File: config.mk
export PLATFORM = sky130hd
export DESIGN_NAME = axil_req_front
export DESIGN_NICKNAME = d
export VERILOG_FILES = /design/src/rtl/cache_geom_pkg.sv /design/src/rtl/axil_pkg.sv /design/src/rtl/axil_req_front.sv
export SDC_FILE = /design/constraint.sdc
export NUM_CORES = 1
export LEC_CHECK = 0
export BUFFER_PORTS_ARGS = -buffer_cell sky130_fd_sc_hd__buf_2
export CORE_AREA = 3 3 432 434
export DETAILED_ROUTE_END_ITERATION = 8
export DIE_AREA = 0 0 435 437
export GPL_TIMING_DRIVEN = 0
export PLACE_DENSITY_LB_ADDON = 0.12
export SKIP_LAST_GASP = 1
export SYNTH_ARGS = -nofsm -noshare
export SYNTH_HDL_FRONTEND = slang
export SYNTH_SLANG_ARGS = --single-unit
File: constraint.sdc
create_clock -name clk -period 2.8 [get_ports clk]
set_input_delay 0.42 -clock clk [delete_from_list [all_inputs] [get_ports clk]]
set_output_delay 0.42 -clock clk [all_outputs]
set_load 0.05 [all_outputs]
File: src/rtl/cache_geom_pkg.sv
// cache line store geometry: widths, vector types and the internal line request
package cache_geom_pkg;

    // word and line sizes
    localparam int WORD_W         = 32;
    localparam int LINE_W         = 512;
    localparam int WORDS_PER_LINE = LINE_W / WORD_W;

    // byte address layout: line index, word offset, byte offset
    localparam int BYTE_OFF_W = 2;
    localparam int WORD_OFF_W = 4;
    localparam int LINE_IDX_W = 6;
    localparam int ADDR_W     = LINE_IDX_W + WORD_OFF_W + BYTE_OFF_W;

    // one strobe per byte of a word
    localparam int STRB_W = WORD_W / 8;

    typedef logic [WORD_W-1:0]     word_t;
    typedef logic [LINE_W-1:0]     line_t;
    typedef logic [LINE_IDX_W-1:0] line_idx_t;
    typedef logic [WORD_OFF_W-1:0] word_off_t;
    typedef logic [STRB_W-1:0]     strb_t;

    // request from the front end to the store and the response unit
    typedef struct packed {
        logic      write;
        line_idx_t line_idx;
        word_off_t offset;
        // write word repeated in every slot of the line
        line_t     wline;
        // set bits are the ones the write replaces
        line_t     wmask;
    } line_req_t;

endpackage

File: src/rtl/axil_pkg.sv
// AXI4-Lite channel payloads and response codes for the line store port
package axil_pkg;

    import cache_geom_pkg::*;

    typedef logic [ADDR_W-1:0] addr_t;
    typedef logic [1:0]        resp_t;

    // only OKAY is ever returned, the address space maps onto the store
    localparam resp_t RESP_OKAY = 2'b00;

    // write address channel
    typedef struct packed {
        addr_t addr;
    } axil_aw_t;

    // write data channel
    typedef struct packed {
        word_t data;
        strb_t strb;
    } axil_w_t;

    // write response channel
    typedef struct packed {
        resp_t resp;
    } axil_b_t;

    // read address channel
    typedef struct packed {
        addr_t addr;
    } axil_ar_t;

    // read data channel
    typedef struct packed {
        word_t data;
        resp_t resp;
    } axil_r_t;

endpackage

File: src/rtl/axil_req_front.sv
// AXI4-Lite request front end: holds AW, W and AR and issues line requests with a bit mask
`timescale 1ns/100ps

module axil_req_front
    import cache_geom_pkg::*;
    import axil_pkg::*;
(
    input  logic      clk,
    input  logic      reset,

    input  axil_aw_t  aw,
    input  logic      aw_valid,
    output logic      aw_ready,

    input  axil_w_t   w,
    input  logic      w_valid,
    output logic      w_ready,

    input  axil_ar_t  ar,
    input  logic      ar_valid,
    output logic      ar_ready,

    input  logic      resp_busy,
    output line_req_t req,
    output logic      req_valid
);

    // one-deep holding registers per channel
    axil_aw_t aw_q;
    axil_w_t  w_q;
    axil_ar_t ar_q;
    logic     aw_full;
    logic     w_full;
    logic     ar_full;

    logic     issue_wr;
    logic     issue_rd;
    addr_t    sel_addr;
    word_t    ext_strb;

    assign aw_ready = !aw_full;
    assign w_ready  = !w_full;
    assign ar_ready = !ar_full;

    // a complete write always wins over a pending read
    assign issue_wr = aw_full && w_full && !resp_busy;
    assign issue_rd = ar_full && !resp_busy && !(aw_full && w_full);
    assign req_valid = issue_wr || issue_rd;

    always_ff @(posedge clk) begin
        if (reset) begin
            aw_full <= 1'b0;
            w_full  <= 1'b0;
            ar_full <= 1'b0;
        end else begin
            if (aw_valid && aw_ready) begin
                aw_full <= 1'b1;
            end else if (issue_wr) begin
                aw_full <= 1'b0;
            end
            if (w_valid && w_ready) begin
                w_full <= 1'b1;
            end else if (issue_wr) begin
                w_full <= 1'b0;
            end
            if (ar_valid && ar_ready) begin
                ar_full <= 1'b1;
            end else if (issue_rd) begin
                ar_full <= 1'b0;
            end
        end
    end

    // payloads load on acceptance only
    always_ff @(posedge clk) begin
        if (aw_valid && aw_ready) begin
            aw_q <= aw;
        end
        if (w_valid && w_ready) begin
            w_q <= w;
        end
        if (ar_valid && ar_ready) begin
            ar_q <= ar;
        end
    end

    assign sel_addr = issue_wr ? aw_q.addr : ar_q.addr;

    // widen each strobe bit to a byte lane
    always_comb begin
        for (int b = 0; b < STRB_W; b++) begin
            ext_strb[b*8 +: 8] = {8{w_q.strb[b]}};
        end
    end

    always_comb begin
        req.write    = issue_wr;
        req.line_idx = sel_addr[ADDR_W-1 -: LINE_IDX_W];
        req.offset   = sel_addr[BYTE_OFF_W +: WORD_OFF_W];
        req.wline    = {WORDS_PER_LINE{w_q.data}};
        // mask is the widened strobe in the addressed word slot only
        for (int i = 0; i < WORDS_PER_LINE; i++) begin
            if (req.offset == word_off_t'(i)) begin
                req.wmask[i*WORD_W +: WORD_W] = ext_strb;
            end else begin
                req.wmask[i*WORD_W +: WORD_W] = '0;
            end
        end
    end

endmodule

==> metrics.txt <==
clk sinks 59; Routed WL per cell 14.6 microns; Max-Cap Viols 0; Power Internal 3.01 mW; PnR worst setup slack roughly 0.067 ns; sw frac 0.542; CP max FO 8; Setup CP Type reg2out; antenna violations before repair 16; Num CTS Buffers 9; Worst VDD drop 0.000340 V; CTS tree yes; Placed Instance Area 18300 sq um; Area Overhead vs Synth 129%; RSZ-0062 raised after global routing true; Sw Pwr 3.57 mW; max layer used met5; fillcell total 21377; Met1 Routed Length 22900 microns; worst-case clock buffer depth 2; DR vias 10028; Routed Antenna Nets 0; Clock Skew 0.0311 ns; DR WL met2 around 43000 microns; clock power share 0.200; Final nets 2391; Lkg Pwr 11.8 nW; Setup crit start kind register; IO Port Bufs between 1000 and 1500; Final HPWL DP 60000 microns; Crit. End Element output port; cell family with most CP delay simple AND/OR/NAND/NOR gates; critical path's largest stage delay 0.44 ns; sequential power share 0.184; Fmax approximately 0.37 GHz; placer congestion estimate 0.703; Initial Util 0.0527; worst-path cell chain and3b_4 > buf_12 > mux2_4 > nor2_4 > buf_4 > buf_6; Overflow after GRT 0; Cells after Synth 1128; final core occ 0.121; Slew HR 0.156; critical path buffer and inverter count 3; clk slew on worst S/H paths 0.09 ns; Post-Route WL 69900 microns; cts hold-fix bufs 0; drt pass-1 iters 4; WL met3 between 3000 and 4000 microns; synthesized area per cell 8.55 sq um; Synth Warn # 0; Comb pwr share 0.616; Final Instance Area 22100 sq um; Critical Path RT 2.38 ns; largest net degree at the start of global routing 24; HP Class in2reg; Worst-Skew Late Latency 0.42 ns; fin crit share 0.976; pwr/cell area 297 nW/um^2; setup tns final 0 ns; Die Span Y between 400 and 500 microns; final routed DRC violation total 0; number of DRC markers in iteration 0 158; slowest CP cell mux2_4; sequential area share after synthesis 0.181; CTS root buf clkbuf_16; final setup vio count 0; IO Count 1105; Netlist cell types 25; Via-to-Cell Ratio 2.09; global-route wire length before repair 89000 microns; Net Count, Synth 1194; post-synthesis register bit count 59; die footprint 190000 sq um; vias in the first global route approximately 9300; status finished, final reports clean; Slew Limit Fails 0; share of cells above drive strength 1 0.961; GRT Total Usage 0.0694; worst slack, placed -0.741 ns; Slew @ Worst Pin 1.26 ns; Fin. Hold Viols 0; total power around 6.6 mW; Core Region around 180000 sq um; die width 435 microns; Synth Cell Area 9640 sq um; Worst Path Arrival 2.31 ns; crit path time final 2.73 ns; H-tree depth 3; FP Rows 157
## timing repair
| action | CTS | global route |
|---|---|---|
| gates resized for setup | 505 | 295 |
| pin swaps | 44 | 32 |
| setup endpoints to repair | 512 | 440 |
| cloned | 0 | 1 |
| setup buffers | 60 | 28 |
## cells in the final DEF, fill, tap and decap left out, types with 2 or more instances in the layout
master,n
buf_12,43
nand3_1,2
buf_2,728
nor3b_2,5
clkinv_2,2
clkbuf_4,22
mux2_8,3
buf_8,17
inv_1,4
buf_6,184
mux2_4,10
buf_4,1128
mux2_2,4
nor2b_1,2
nor3_1,2
mux2i_4,4
diode_2,2
nand3b_1,6
clkinv_4,2
dfxtp_4,2
o211ai_4,4
nor2_1,3
inv_6,2
nor2_4,63
edfxtp_1,56
nand2_1,8
clkbuf_16,11
## cell usage after synthesis
master	instances	share of area
nand3_1	2	0.0010
a211oi_1	1	0.00078
and3b_4	1	0.0013
edfxtp_1	56	0.17
buf_4	929	0.72
buf_12	1	0.0021
o21bai_1	1	0.00078
dfxtp_1	3	0.0062
buf_8	1	0.0016
nor3_1	4	0.0021
nor2b_1	3	0.0019
o21ai_0	1	0.00052
buf_6	1	0.0012
o211ai_2	4	0.0052
nor3b_1	6	0.0047
nand4b_1	1	0.00091
nand3b_1	6	0.0047
mux2_2	5	0.0058
mux2i_4	4	0.0093
inv_1	4	0.0016
nand2_1	8	0.0031
mux2_4	12	0.019
a21oi_1	1	0.00052
buf_1	6	0.0023
nor2_1	67	0.026
## flip-flops by register name (all words and copies together), names as in the netlist
signal and cells:
ar_full 1, w_full 1, ar_q 10, aw_full 1, aw_q 10, req 32, ext_strb 4
## power by group through the flow
stage / logic (mW) / clock network, mW / registers (mW)
floorplan: 2.86 / 0 / 1.23
finish: 4.05 / 1.31 / 1.21
detailed placement: 3.82 / 0 / 1.25
global placement: 3.82 / 0 / 1.25
global route: 4.21 / 1.47 / 1.24
CTS: 4.05 / 1.50 / 1.24
## final cells by class
class / instances / area, sq um / share of cell area
diodes: 2 / 5.00 / 0.000226
repair buffers: 1192 / 8370 / 0.379
clock inverters: 7 / 75.1 / 0.00340
multi-input cells: 127 / 1440 / 0.0651
well taps: 2464 / 3080 / 0.139
plain buffers: 932 / 7140 / 0.323
inverters: 4 / 15.0 / 0.000679
clock buffers: 9 / 225 / 0.0102
flip-flops and latches: 59 / 1750 / 0.0791
## metal layers
| metal | vias to the layer above | GRT usage |
|---|---|---|
| met2 | 353 | 0.146 |
| met5 | - | 0 |
| met1 | 4625 | 0.0662 |
| met3 | 57 | 0.0168 |
| li1 | 4971 | - |
| met4 | 22 | 0.0152 |
## cell families (layout without fill, tap and decap cells)
kind of cell    after synthesis  count (layout)  share of synthesized area
compound gates                8               8                    0.00778
buf+inv                     942            2144                      0.732
flops                        59              59                      0.181
mux                          21              21                     0.0339
other cells                   0               2                          0
simple gates                 98              98                     0.0458
## metrics by stage
step / std cells / hold WS (ns)
2_1_floorplan: 1128 / 0.455
3_3_place_gp: 4692 / 0.502
3_5_place_dp: 4695 / 0.508
4_1_cts: 4765 / 0.0919
5_1_grt: 4794 / 0.120
6_report: 4796 / 0.167
## path summary, 6_finish.rpt
check                           slack [ns]  startpoint        to  depth (start not counted)
worst min-delay path                  0.17        w[9]  req[517]                          1
worst max-delay path                  0.07     aw_full  req[433]                          6
worst min register to register        0.51     ar_full   ar_full                          1
worst max register to register        1.05     aw_full   aw_q[3]                          2
Power figures use the tool's default switching activity.
