File: config.mk
export PLATFORM = sky130hd
export DESIGN_NAME = line_resp_unit
export DESIGN_NICKNAME = d
export VERILOG_FILES = /design/src/rtl/cache_geom_pkg.sv /design/src/rtl/axil_pkg.sv /design/src/rtl/line_resp_unit.sv
export SDC_FILE = /design/constraint.sdc
export NUM_CORES = 1
export LEC_CHECK = 0
export BUFFER_PORTS_ARGS = -buffer_cell sky130_fd_sc_hd__buf_2
export CORE_AREA = 2 2 617 619
export DETAILED_ROUTE_END_ITERATION = 12
export DIE_AREA = 0 0 619 621
export GPL_TIMING_DRIVEN = 0
export SLEW_MARGIN = 20
export SYNTH_ARGS = -nofsm -noshare
export SYNTH_HDL_FRONTEND = slang
export SYNTH_SLANG_ARGS = --single-unit
File: constraint.sdc
create_clock -name clk -period 2.4 [get_ports clk]
set_input_delay 0.48 -clock clk [delete_from_list [all_inputs] [get_ports clk]]
set_output_delay 0.48 -clock clk [all_outputs]
set_load 0.02 [all_outputs]
File: src/rtl/cache_geom_pkg.sv
// cache line store geometry: widths, vector types and the internal line request
package cache_geom_pkg;

    // word and line sizes
    localparam int WORD_W         = 32;
    localparam int LINE_W         = 512;
    localparam int WORDS_PER_LINE = LINE_W / WORD_W;

    // byte address layout: line index, word offset, byte offset
    localparam int BYTE_OFF_W = 2;
    localparam int WORD_OFF_W = 4;
    localparam int LINE_IDX_W = 6;
    localparam int ADDR_W     = LINE_IDX_W + WORD_OFF_W + BYTE_OFF_W;

    // one strobe per byte of a word
    localparam int STRB_W = WORD_W / 8;

    typedef logic [WORD_W-1:0]     word_t;
    typedef logic [LINE_W-1:0]     line_t;
    typedef logic [LINE_IDX_W-1:0] line_idx_t;
    typedef logic [WORD_OFF_W-1:0] word_off_t;
    typedef logic [STRB_W-1:0]     strb_t;

    // request from the front end to the store and the response unit
    typedef struct packed {
        logic      write;
        line_idx_t line_idx;
        word_off_t offset;
        // write word repeated in every slot of the line
        line_t     wline;
        // set bits are the ones the write replaces
        line_t     wmask;
    } line_req_t;

endpackage

File: src/rtl/axil_pkg.sv
// AXI4-Lite channel payloads and response codes for the line store port
package axil_pkg;

    import cache_geom_pkg::*;

    typedef logic [ADDR_W-1:0] addr_t;
    typedef logic [1:0]        resp_t;

    // only OKAY is ever returned, the address space maps onto the store
    localparam resp_t RESP_OKAY = 2'b00;

    // write address channel
    typedef struct packed {
        addr_t addr;
    } axil_aw_t;

    // write data channel
    typedef struct packed {
        word_t data;
        strb_t strb;
    } axil_w_t;

    // write response channel
    typedef struct packed {
        resp_t resp;
    } axil_b_t;

    // read address channel
    typedef struct packed {
        addr_t addr;
    } axil_ar_t;

    // read data channel
    typedef struct packed {
        word_t data;
        resp_t resp;
    } axil_r_t;

endpackage

File: src/rtl/line_resp_unit.sv
// response unit: picks the word out of the read line and drives the B and R channels
`timescale 1ns/100ps

module line_resp_unit
    import cache_geom_pkg::*;
    import axil_pkg::*;
(
    input  logic      clk,
    input  logic      reset,

    input  line_req_t req,
    input  logic      req_valid,
    input  line_t     rline,

    output axil_b_t   b,
    output logic      b_valid,
    input  logic      b_ready,

    output axil_r_t   r,
    output logic      r_valid,
    input  logic      r_ready,

    output logic      resp_busy
);

    typedef enum logic [1:0] {
        IDLE,
        WRITE_RESP,
        READ_RESP
    } state_e;

    state_e    state;
    word_off_t rd_off_q;
    word_t     rd_word;

    always_ff @(posedge clk) begin
        if (reset) begin
            state <= IDLE;
        end else begin
            case (state)
                IDLE: begin
                    if (req_valid) begin
                        state <= req.write ? WRITE_RESP : READ_RESP;
                    end
                end
                WRITE_RESP: begin
                    if (b_ready) begin
                        state <= IDLE;
                    end
                end
                READ_RESP: begin
                    if (r_ready) begin
                        state <= IDLE;
                    end
                end
                default: state <= IDLE;
            endcase
        end
    end

    // word offset of the read in flight
    always_ff @(posedge clk) begin
        if (req_valid && !req.write) begin
            rd_off_q <= req.offset;
        end
    end

    // front end waits while a response is outstanding
    assign resp_busy = (state != IDLE);

    assign rd_word = rline[rd_off_q*WORD_W +: WORD_W];

    assign b_valid = (state == WRITE_RESP);
    assign b.resp  = RESP_OKAY;

    assign r_valid = (state == READ_RESP);
    assign r.data  = rd_word;
    assign r.resp  = RESP_OKAY;

endmodule

==> results of run 1 <==
state kept, by name, indices dropped and copies added, names as in the netlist:
signal and cells:
state 2, rd_off_q 4
repair_timing:
| action | in CTS | in global routing |
|---|---|---|
| pin swaps | 27 | 29 |
| setup endpoints to repair | 32 | 32 |
| hold buffers | 0 | 0 |
| buffers inserted | 20 | 29 |
| cloned | 1 | 1 |
| gates resized for setup | 190 | 83 |
routing by layer:
| metal | global-route usage | share of wire | up-vias |
|---|---|---|---|
| met3 | 0.01769 | 0.082 | 260 |
| met4 | 0.01237 | 0.031 | 62 |
| met5 | 0 | 0.0035 | - |
| met1 | 0.06654 | 0.39 | 3581 |
| met2 | 0.09940 | 0.49 | 716 |
| li1 | - | - | 2686 |
layout by cell type (no fill, tap or decap):
cell type  count
buf_12        23
conb_1         4
or2_2          1
buf_2        531
nand2_4       10
buf_6         47
clkbuf_16      7
clkbuf_1       4
and2_2         1
a22oi_2       47
inv_1          1
nor2b_1        5
buf_16        10
diode_2       43
mux4_2       128
dfxtp_1        2
buf_4         29
clkbuf_2       2
nand2_1       18
nor2_2         1
a22oi_1       17
clkbuf_8       3
edfxtp_1       4
mux2i_1        1
buf_8         17
mux2_2         1
nor3_1         2
clkbuf_4       7
nand2_2        5
stage by stage:
step                      hold WS (ps)  utilization
after floorplan                  457.5            -
after CTS                        425.4      0.03828
after global routing             424.6      0.04000
after global placement           487.8      0.03451
after detailed placement         528.6      0.03566
final                            430.1      0.04009
cell usage after synthesis:
master / instances / area, um2
a22oi_1: 64 / 480.5
and2_1: 1 / 6.260
buf_1: 9 / 33.78
buf_2: 8 / 40.04
buf_4: 13 / 97.59
clkbuf_1: 17 / 63.81
conb_1: 1 / 3.750
dfxtp_1: 2 / 40.04
edfxtp_1: 4 / 120.1
inv_1: 1 / 3.750
mux2_2: 1 / 11.26
mux2i_1: 1 / 10.01
mux4_2: 128 / 2883
nand2_1: 33 / 123.9
nor2_1: 1 / 3.750
nor2b_1: 5 / 31.28
nor3_1: 2 / 10.01
or2_2: 1 / 6.260
logic make-up after synthesis:
logic type | count (synthesis)
mux | 130
simple gates | 43
flops | 6
buf+inv | 48
other cells | 1
compound gates | 64
cell type report:
| class | instances | area (um2) | share of cell area |
|---|---|---|---|
| Antenna cell | 43 | 107.6 | 0.007105 |
| Buffer | 45 | 559.3 | 0.03693 |
| Clock buffer | 4 | 78.83 | 0.005205 |
| Inverter | 1 | 3.754 | 0.0002479 |
| Multi-Input combinational cell | 241 | 3908 | 0.2580 |
| Sequential cell | 6 | 160.2 | 0.01058 |
| Tap cell | 5016 | 6276 | 0.4144 |
| Timing Repair Buffer | 631 | 4051 | 0.2675 |
critical path, stage by stage, from the launching register on:
cell and delay [ps]:
edfxtp_1 360, buf_12 160, buf_16 170, buf_16 180, mux4_2 550, a22oi_2 640, nand2_1 170, buf_6 180
power breakdown:
group / switching, uW / internal [uW] / total [uW]
combinational: 1470 / 1320 / 2800
clock: 54.4 / 220 / 275
sequential: 9.72 / 118 / 128
total: 1540 / 1660 / 3200
worst paths after layout:
check / from / to / slack, ps / depth (start not counted)
setup reg to reg: state[0]$_SDFFE_PP0P_ / state[0]$_SDFFE_PP0P_ / 1450 / 2
setup / recovery: rd_off_q[0]$_DFFE_PP_ / r[14] / -830 / 7
hold reg to reg: state[1]$_SDFFE_PP0P_ / state[0]$_SDFFE_PP0P_ / 520 / 1
hold / removal: req[1025] / rd_off_q[1]$_DFFE_PP_ / 430 / 1
==> flow_metrics.py, run 1 <==
metrics = {
    "outcome": {
        "outcome": "finished, violations left",
        "failed_checks": "setup timing",
    },
    "yosys": {
        "synth_xor_area_frac": 0,
        "syn_inst": 292,
        "ys_seq_area_frac": 0.04035,
        "synth_fa_ha_area_frac": 0,
        "ys_types": 18,
        "synth_simple_gate_area_frac": 0.04571,
        "syn_area_mm2": 0.003969,
        "avgSynthCellArea_um2": 13.59,
        "synth_seq_cells": 6,
        "synth_compound_area_frac": 0.1211,
        "ys_warn_count": 0,
        "synth_top_family_by_area": "multiplexers",
        "synth.area.mux_share": 0.7317,
    },
    "routing": {
        "wl_per_cell_um": 18.91,
        "drt-initial-drc-count": 748,
        "routed_wl_mm": 113.2,
        "drc": 0,
        "vias_per_cell": 1.220,
        "drt_pass1_iterations": 5,
        "ant_nets": 0,
        "vias": 7305,
    },
    "global_routing": {
        "grt_pass1_vias": 6789,
        "grt-ovfl-total": 0,
        "grt_max_degree": 11,
        "grt_usage": 0.05657,
        "antenna_found_initial": 140,
        "grt_first_pass_wirelength_mm": 127.4,
    },
    "place": {
        "dp.cells": 5891,
        "post_dp_cell_area_mm2": 0.01347,
        "pre_cts_ws_ps": -2213,
        "io_buffers": 556,
        "place_congestion": 0.9181,
        "detailed_place_hpwl_mm": 107.8,
    },
    "final_layout": {
        "final_cells": 5987,
        "final_nets": 2481,
        "fillerInstances": 45061,
        "final_cell_area_mm2": 0.01514,
        "area_growth_pct": 281.6,
        "drive_gt1_frac": 0.9375,
    },
    "power_and_ir_drop": {
        "ir_drop_v": 0.0001430,
        "power_uw": 3200,
        "p_leak_uw": 0.004352,
        "power.density_mw_per_mm2": 211.3,
    },
    "floorplan": {
        "core_area_mm2": 0.3778,
        "num_rows": 226,
        "die_area_mm2": 0.3844,
        "die_h_um": 621,
        "die_x_um": 619,
        "num_io_pins": 1591,
        "start_util": 0.01051,
    },
    "run": {
        "maxCapViolations": 0,
    },
    "clock_tree": {
        "clockBufferDepth": 2,
        "cts_root_buffer": "clkbuf_16",
        "cts_tree": "done",
        "insertion_delay_ps": 220,
        "cts_made_buffers": 3,
        "cts.sinks": 6,
        "h-tree-depth": 1,
        "cts.clk_slew.worst_paths_ps": 40,
    },
    "setup_path": {
        "start_kind": "register",
        "endpoint_kind": "output port",
        "critPathRequiredTime_ps": 1920,
        "crit_path_max_fanout": 5,
        "crit_type": "reg2out",
        "cp_data_arrival_time_ps": 2750,
    },
    "sta": {
        "setup_slack_ps": -828.4,
        "skew_ps": 0.04642,
        "finalSetupTns_ps": -19310,
        "period_minus_slack_ps": 3228,
        "report.final.hold_viol_count": 0,
        "maxSlewViolCount": 0,
        "grt_setup_unrepaired": "yes",
        "setup_viol": 32,
        "min_period_over_period": 1.345,
        "maxSlewHeadroom": 0.4509,
        "tightest_slew_ps": 823.7,
        "timing.fmax_mhz": 309.7,
    },
    "min_path": {
        "hp-class": "in2reg",
    },
}
Power figures use the tool's default switching activity.
==> run 2, diff against run 1 <==
- clock period: 2.4 -> 3.07 ns (I/O delays scaled with it)
==> flow_metrics.py, run 2 (same netlist as run 1, synthesis figures left out) <==
metrics = {
    "final_layout": {
        "finish.utilization": 0.03956,
        "final_cell_area_mm2": 0.01495,
        "largest-register": "rd_off_q",
        "top_regs": "rd_off_q x4, state x2",
        "final_nets": 2472,
        "largest_register_ffs": 4,
        "drive_gt1_frac": 0.9347,
        "final_cells": 5984,
        "final_common_cell": "buf_2",
        "area_growth_pct": 276.6,
        "layout_common_cells": "buf_2, mux4_2, a22oi_2",
    },
    "setup_path": {
        "crit_type": "reg2out",
        "cpPeakStageDelay_ps": 640,
        "endpoint_kind": "output port",
        "path_cells": "buf_12, buf_16, buf_16, mux4_2, a22oi_2, nand2_1, buf_6",
        "start_kind": "register",
        "cp_data_arrival_time_ps": 2750,
        "crit_path_max_fanout": 5,
        "r2r_slack_ps": 2120,
        "critPathRequiredTime_ps": 2460,
        "critPathSlowestCell": "a22oi_2",
        "crit_top_cell": "buf_16",
    },
    "routing": {
        "vias_per_cell": 1.228,
        "drc": 0,
        "drt_pass1_iterations": 5,
        "vias": 7350,
        "ant_nets": 0,
        "wl_per_cell_um": 18.92,
        "routed_wl_mm": 113.2,
        "drt-initial-drc-count": 879,
    },
    "global_routing": {
        "grt_usage": 0.05651,
        "grt_use_met1": 0.06494,
        "grt-ovfl-total": 0,
        "grt_busiest_layer": "met2",
        "grt_pass1_vias": 6765,
        "met2_usage": 0.09949,
        "met3_usage": 0.02009,
        "grt_max_degree": 11,
        "grt_first_pass_wirelength_mm": 127.0,
        "antenna_found_initial": 141,
    },
    "power_and_ir_drop": {
        "ir_drop_v": 0.0001119,
        "pwr-share-comb": 0.871,
        "power.density_mw_per_mm2": 163.9,
        "clkPwrFrac": 0.088,
        "seq_power_share": 0.041,
        "p_sw_frac": 0.4873,
        "p_leak_uw": 0.004267,
        "p_sw_uw": 1193,
        "power.internal_uw": 1256,
    },
    "clock_tree": {
        "cts_made_buffers": 3,
        "insertion_delay_ps": 220,
        "clockBufferDepth": 2,
        "h-tree-depth": 1,
        "cts_tree": "done",
        "cts_root_buffer": "clkbuf_16",
        "cts.clk_slew.worst_paths_ps": 30,
        "cts_hold_buf": 0,
        "cts.sinks": 6,
    },
    "sta": {
        "tightest_slew_ps": 818.4,
        "timing.fmax_mhz": 297.3,
        "setup_slack_ps": -293.9,
        "grt_setup_unrepaired": "yes",
        "period_minus_slack_ps": 3364,
        "skew_ps": 0.04642,
        "maxSlewViolCount": 0,
        "setup_viol": 27,
        "report.final.hold_viol_count": 0,
        "min_period_over_period": 1.096,
        "maxSlewHeadroom": 0.4544,
    },
    "place": {
        "post_dp_cell_area_mm2": 0.01347,
        "place_congestion": 0.9181,
        "dp.cells": 5891,
        "detailed_place_hpwl_mm": 107.8,
        "io_buffers": 556,
    },
    "outcome": {
        "failed_checks": "setup timing",
        "outcome": "finished, violations left",
    },
    "floorplan": {
        "die_area_mm2": 0.3844,
        "num_io_pins": 1591,
        "die_x_um": 619,
        "num_rows": 226,
        "die_h_um": 621,
        "core_area_mm2": 0.3778,
        "start_util": 0.01051,
    },
    "run": {
        "maxCapViolations": 0,
    },
    "min_path": {
        "hp-class": "reg2reg",
    },
}
==> run 2: final timing paths <==
check                   startpoint                    end  depth (start not counted)
min          state[1]$_SDFFE_PP0P_  state[0]$_SDFFE_PP0P_                          1
max          rd_off_q[0]$_DFFE_PP_                  r[14]                          7
min reg2reg  state[1]$_SDFFE_PP0P_  state[0]$_SDFFE_PP0P_                          1
max reg2reg  state[0]$_SDFFE_PP0P_  state[0]$_SDFFE_PP0P_                          2
==> run 2: cell type report <==
cell class              instances  area (um2)
fillers                     45074      362800
multi-input cells             241        3887
repair buffers                621        3861
plain buffers                  46       556.8
clock buffers                   4       78.83
well taps                    5016        6276
diodes                         49       122.6
inverters                       1       3.754
flip-flops and latches          6       160.2
==> run 2: metrics by stage <==
step	hold WS (ps)	setup WS, ps	TNS (ps)	power, uW
2_1_floorplan	457.5	844.3	0	755.2
3_3_place_gp	487.8	-2838	-62370	1901
6_report	523.4	-293.9	-2144	2449
4_1_cts	533.2	-277.2	-4420	2440
5_1_grt	539.2	-273.3	-4811	2595
3_5_place_dp	528.6	-1677	-34030	2017
==> run 2: per-layer routing <==
metal | vias to the layer above | part of all wire
met4 | 60 | 0.027
met2 | 805 | 0.50
met5 | - | 0.0037
met3 | 237 | 0.092
met1 | 3571 | 0.38
li1 | 2677 | -
==> run 2: power by group through the flow <==
stage / combinational, uW / clock, uW / sequential (uW)
floorplan: 659 / 0 / 96.5
global placement: 1790 / 0 / 107
detailed placement: 1910 / 0 / 108
CTS: 2120 / 220 / 101
global route: 2270 / 227 / 101
finish: 2130 / 215 / 100
==> run 2: worst max-delay path: cells and delay by family (launching register included) <==
kind | cells | cell delay, ps
multiplexers | 1 | 550
buffers and inverters | 4 | 700
AO/OA/AOI/OAI | 1 | 640
AND/OR/NAND/NOR | 1 | 170
flip-flops | 1 | 360
==> run 2: repair_timing <==
action / CTS / global route
pin swaps: 19 / 26
gates cloned: 1 / 1
setup endpoints to repair: 32 / 30
resized for setup: 157 / 73
setup buffers: 14 / 25
==> run 3, diff against run 2 <==
- ABC_AREA: default -> 1
- CORE_AREA: 2 2 617 619 -> 2 2 625 627
- DIE_AREA: 0 0 619 621 -> 0 0 627 629
- REMOVE_ABC_BUFFERS: default -> 1
==> flow_metrics.py, run 3 <==
metrics = {
    "yosys": {
        "syn_inst": 1577,
        "synth_seq_cells": 6,
        "ys_top_cells_by_area": "nand2_1, nand3_1, inv_1, buf_6, buf_2",
        "yosysMostFrequentCell": "nand2_1",
        "synth-edff-count": 4,
        "synth_top_area_frac": 0.3689,
        "postSynth.asyncResetShare": 0,
        "ys_seq_area_frac": 0.02328,
        "synth_common_cells": "nand2_1, inv_1, nand3_1",
        "synth-main-ff-cell": "edfxtp_1",
        "ys_warn_count": 0,
        "ys_types": 18,
        "avgSynthCellArea_um2": 4.362,
        "syn_area_mm2": 0.006879,
        "synth_top_area_cell": "nand2_1",
    },
    "setup_path": {
        "rr_startpoint": "state[1]$_SDFFE_PP0P_",
        "cp_data_arrival_time_ps": 2540,
        "crit_type": "reg2out",
        "r2r_slack_ps": 2210,
        "endpoint_kind": "output port",
        "critPathRequiredTime_ps": 2460,
        "crit_path_max_fanout": 8,
        "reg2reg_depth": 4,
        "start_kind": "register",
        "r2r-end": "state[0]$_SDFFE_PP0P_",
    },
    "global_routing": {
        "grt_first_pass_wirelength_mm": 134.8,
        "grt_max_degree": 57,
        "grt_pass1_vias": 11003,
        "grt_usage": 0.05471,
        "antenna_found_initial": 96,
        "grt-ovfl-total": 0,
    },
    "routing": {
        "routed_wl_mm": 113.5,
        "ant_nets": 0,
        "wl_per_cell_um": 15.36,
        "vias_per_cell": 1.733,
        "drt_pass1_iterations": 5,
        "drt-initial-drc-count": 1237,
        "drc": 0,
        "vias": 12804,
    },
    "final_layout": {
        "largest_register_ffs": 4,
        "drive_gt1_frac": 0.3911,
        "regArea_um2": 160.2,
        "area_growth_pct": 177.2,
        "top_regs": "rd_off_q x4, state x2",
        "largest-register": "rd_off_q",
        "final_common_cell": "nand2_1",
        "fillerInstances": 46237,
        "final_cell_area_mm2": 0.01907,
        "multi_input_area_mm2": 0.005703,
        "finish.utilization": 0.04920,
        "final_nets": 3706,
        "layout_common_cells": "nand2_1, buf_2, inv_1",
    },
    "sta": {
        "setup_slack_ps": -79.24,
        "report.final.hold_viol_count": 0,
        "holdWs_ps": 563.2,
        "period_minus_slack_ps": 3149,
        "maxSlewViolCount": 0,
        "grt_setup_unrepaired": "yes",
        "min_period_over_period": 1.026,
        "tightest_slew_ps": 880.9,
        "finalSetupTns_ps": -119.1,
        "skew_ps": 0.03861,
        "timing.fmax_mhz": 317.5,
        "maxSlewHeadroom": 0.4128,
        "setup_viol": 3,
    },
    "power_and_ir_drop": {
        "power_uw": 3019,
        "ir_drop_v": 0.0001370,
        "power.density_mw_per_mm2": 158.3,
        "p_leak_uw": 0.008330,
    },
    "clock_tree": {
        "cts_root_buffer": "clkbuf_16",
        "clockBufferDepth": 2,
        "cts_made_buffers": 3,
        "cts_tree": "done",
        "cts_hold_buf": 0,
        "cts.clk_slew.worst_paths_ps": 40,
        "insertion_delay_ps": 220,
        "cts.sinks": 6,
        "h-tree-depth": 1,
    },
    "run": {
        "maxCapViolations": 0,
    },
    "min_path": {
        "min_path_cells": 1,
        "hold_end": "rd_off_q[3]$_DFFE_PP_",
        "hold_start": "req[1027]",
        "hp-class": "in2reg",
    },
    "floorplan": {
        "start_util": 0.01774,
        "die_x_um": 627,
        "core_area_mm2": 0.3877,
        "die_area_mm2": 0.3944,
        "num_io_pins": 1591,
        "num_rows": 229,
        "die_h_um": 629,
    },
    "place": {
        "io_buffers": 556,
        "place_congestion": 0.9170,
        "detailed_place_hpwl_mm": 94.46,
        "post_dp_cell_area_mm2": 0.01619,
    },
    "outcome": {
        "outcome": "finished, violations left",
        "failed_checks": "setup timing",
    },
}
[run 3: changes by cell type in the layout (fill, tap and decap cells not counted), moves of 29 or more]
cell and delta:
nand2_1 +607, inv_1 +389, nand3_1 +278, mux4_2 -128
nand3_2 +53, nand3_4 +53, a22oi_2 -44, buf_6 -29
[run 3: worst max-delay path, cell delays in order, from the launching register on]
cell	delay (ps)
edfxtp_1	450
buf_12	180
buf_12	130
buf_12	130
buf_12	130
buf_16	130
buf_12	140
buf_12	120
buf_16	130
nand2_8	90
nand3_2	100
nand3_4	180
nand3_1	120
nand2_2	90
buf_12	130
[run 3: stage by stage]
stage / cells / setup WS (ps)
6_report: 7387 / -79.24
5_1_grt: 7356 / -164.6
4_1_cts: 7331 / -228.4
3_5_place_dp: 7263 / -1304
3_3_place_gp: 7224 / -13160
2_1_floorplan: 1471 / -4431
[run 3: layout make-up]
type,instances,share of cell area
Tap cell,5197,0.3409
Multi-Input combinational cell,1071,0.2990
Timing Repair Buffer,673,0.2594
Inverter,394,0.08004
Sequential cell,6,0.008397
Antenna cell,37,0.004855
Clock buffer,4,0.004133
Timing Repair inverter,5,0.003215
[run 3: worst max-delay path by stage]
stage | startpoint | endpoint | slack (ps)
4_1_cts | rd_off_q[0]$_DFFE_PP_ | r[4] | -230
3_5_place_dp | rd_off_q[0]$_DFFE_PP_ | r[4] | -1300
3_3_place_gp | rd_off_q[0]$_DFFE_PP_ | r[25] | -13160
6_report | rd_off_q[0]$_DFFE_PP_ | r[8] | -80
2_1_floorplan | rd_off_q[0]$_DFFE_PP_ | r[6] | -4430
5_1_grt | rd_off_q[0]$_DFFE_PP_ | r[4] | -160
[run 3: timing repair]
item | 4_1_cts | 5_1_grt
gates cloned | 21 | 8
setup endpoints to repair | 32 | 32
gates resized for setup | 250 | 93
pin swaps | 49 | 39
buffers inserted | 44 | 16
[run 3: kinds of logic after synthesis]
family / synth area share
and+or+nand+nor: 0.6504
AOI/OAI and AO/OA: 0.002545
buffers and inverters: 0.3232
other: 0.0005451
DFF: 0.02328
[run 3: power breakdown]
part | switching, uW | internal [uW]
clock | 41.8 | 172
combinational | 1650 | 1050
sequential | 6.11 | 92.8
total | 1700 | 1320
[run 3: layer usage]
| metal | up-vias | wire length (um) | GRT usage | part of all wire |
|---|---|---|---|---|
| met1 | 5694 | 43130 | 0.06545 | 0.38 |
| met5 | - | 330 | 0 | 0.0029 |
| li1 | 5846 | - | - | - |
| met3 | 258 | 12250 | 0.01822 | 0.11 |
| met2 | 956 | 54460 | 0.09476 | 0.48 |
| met4 | 50 | 3292 | 0.01009 | 0.029 |
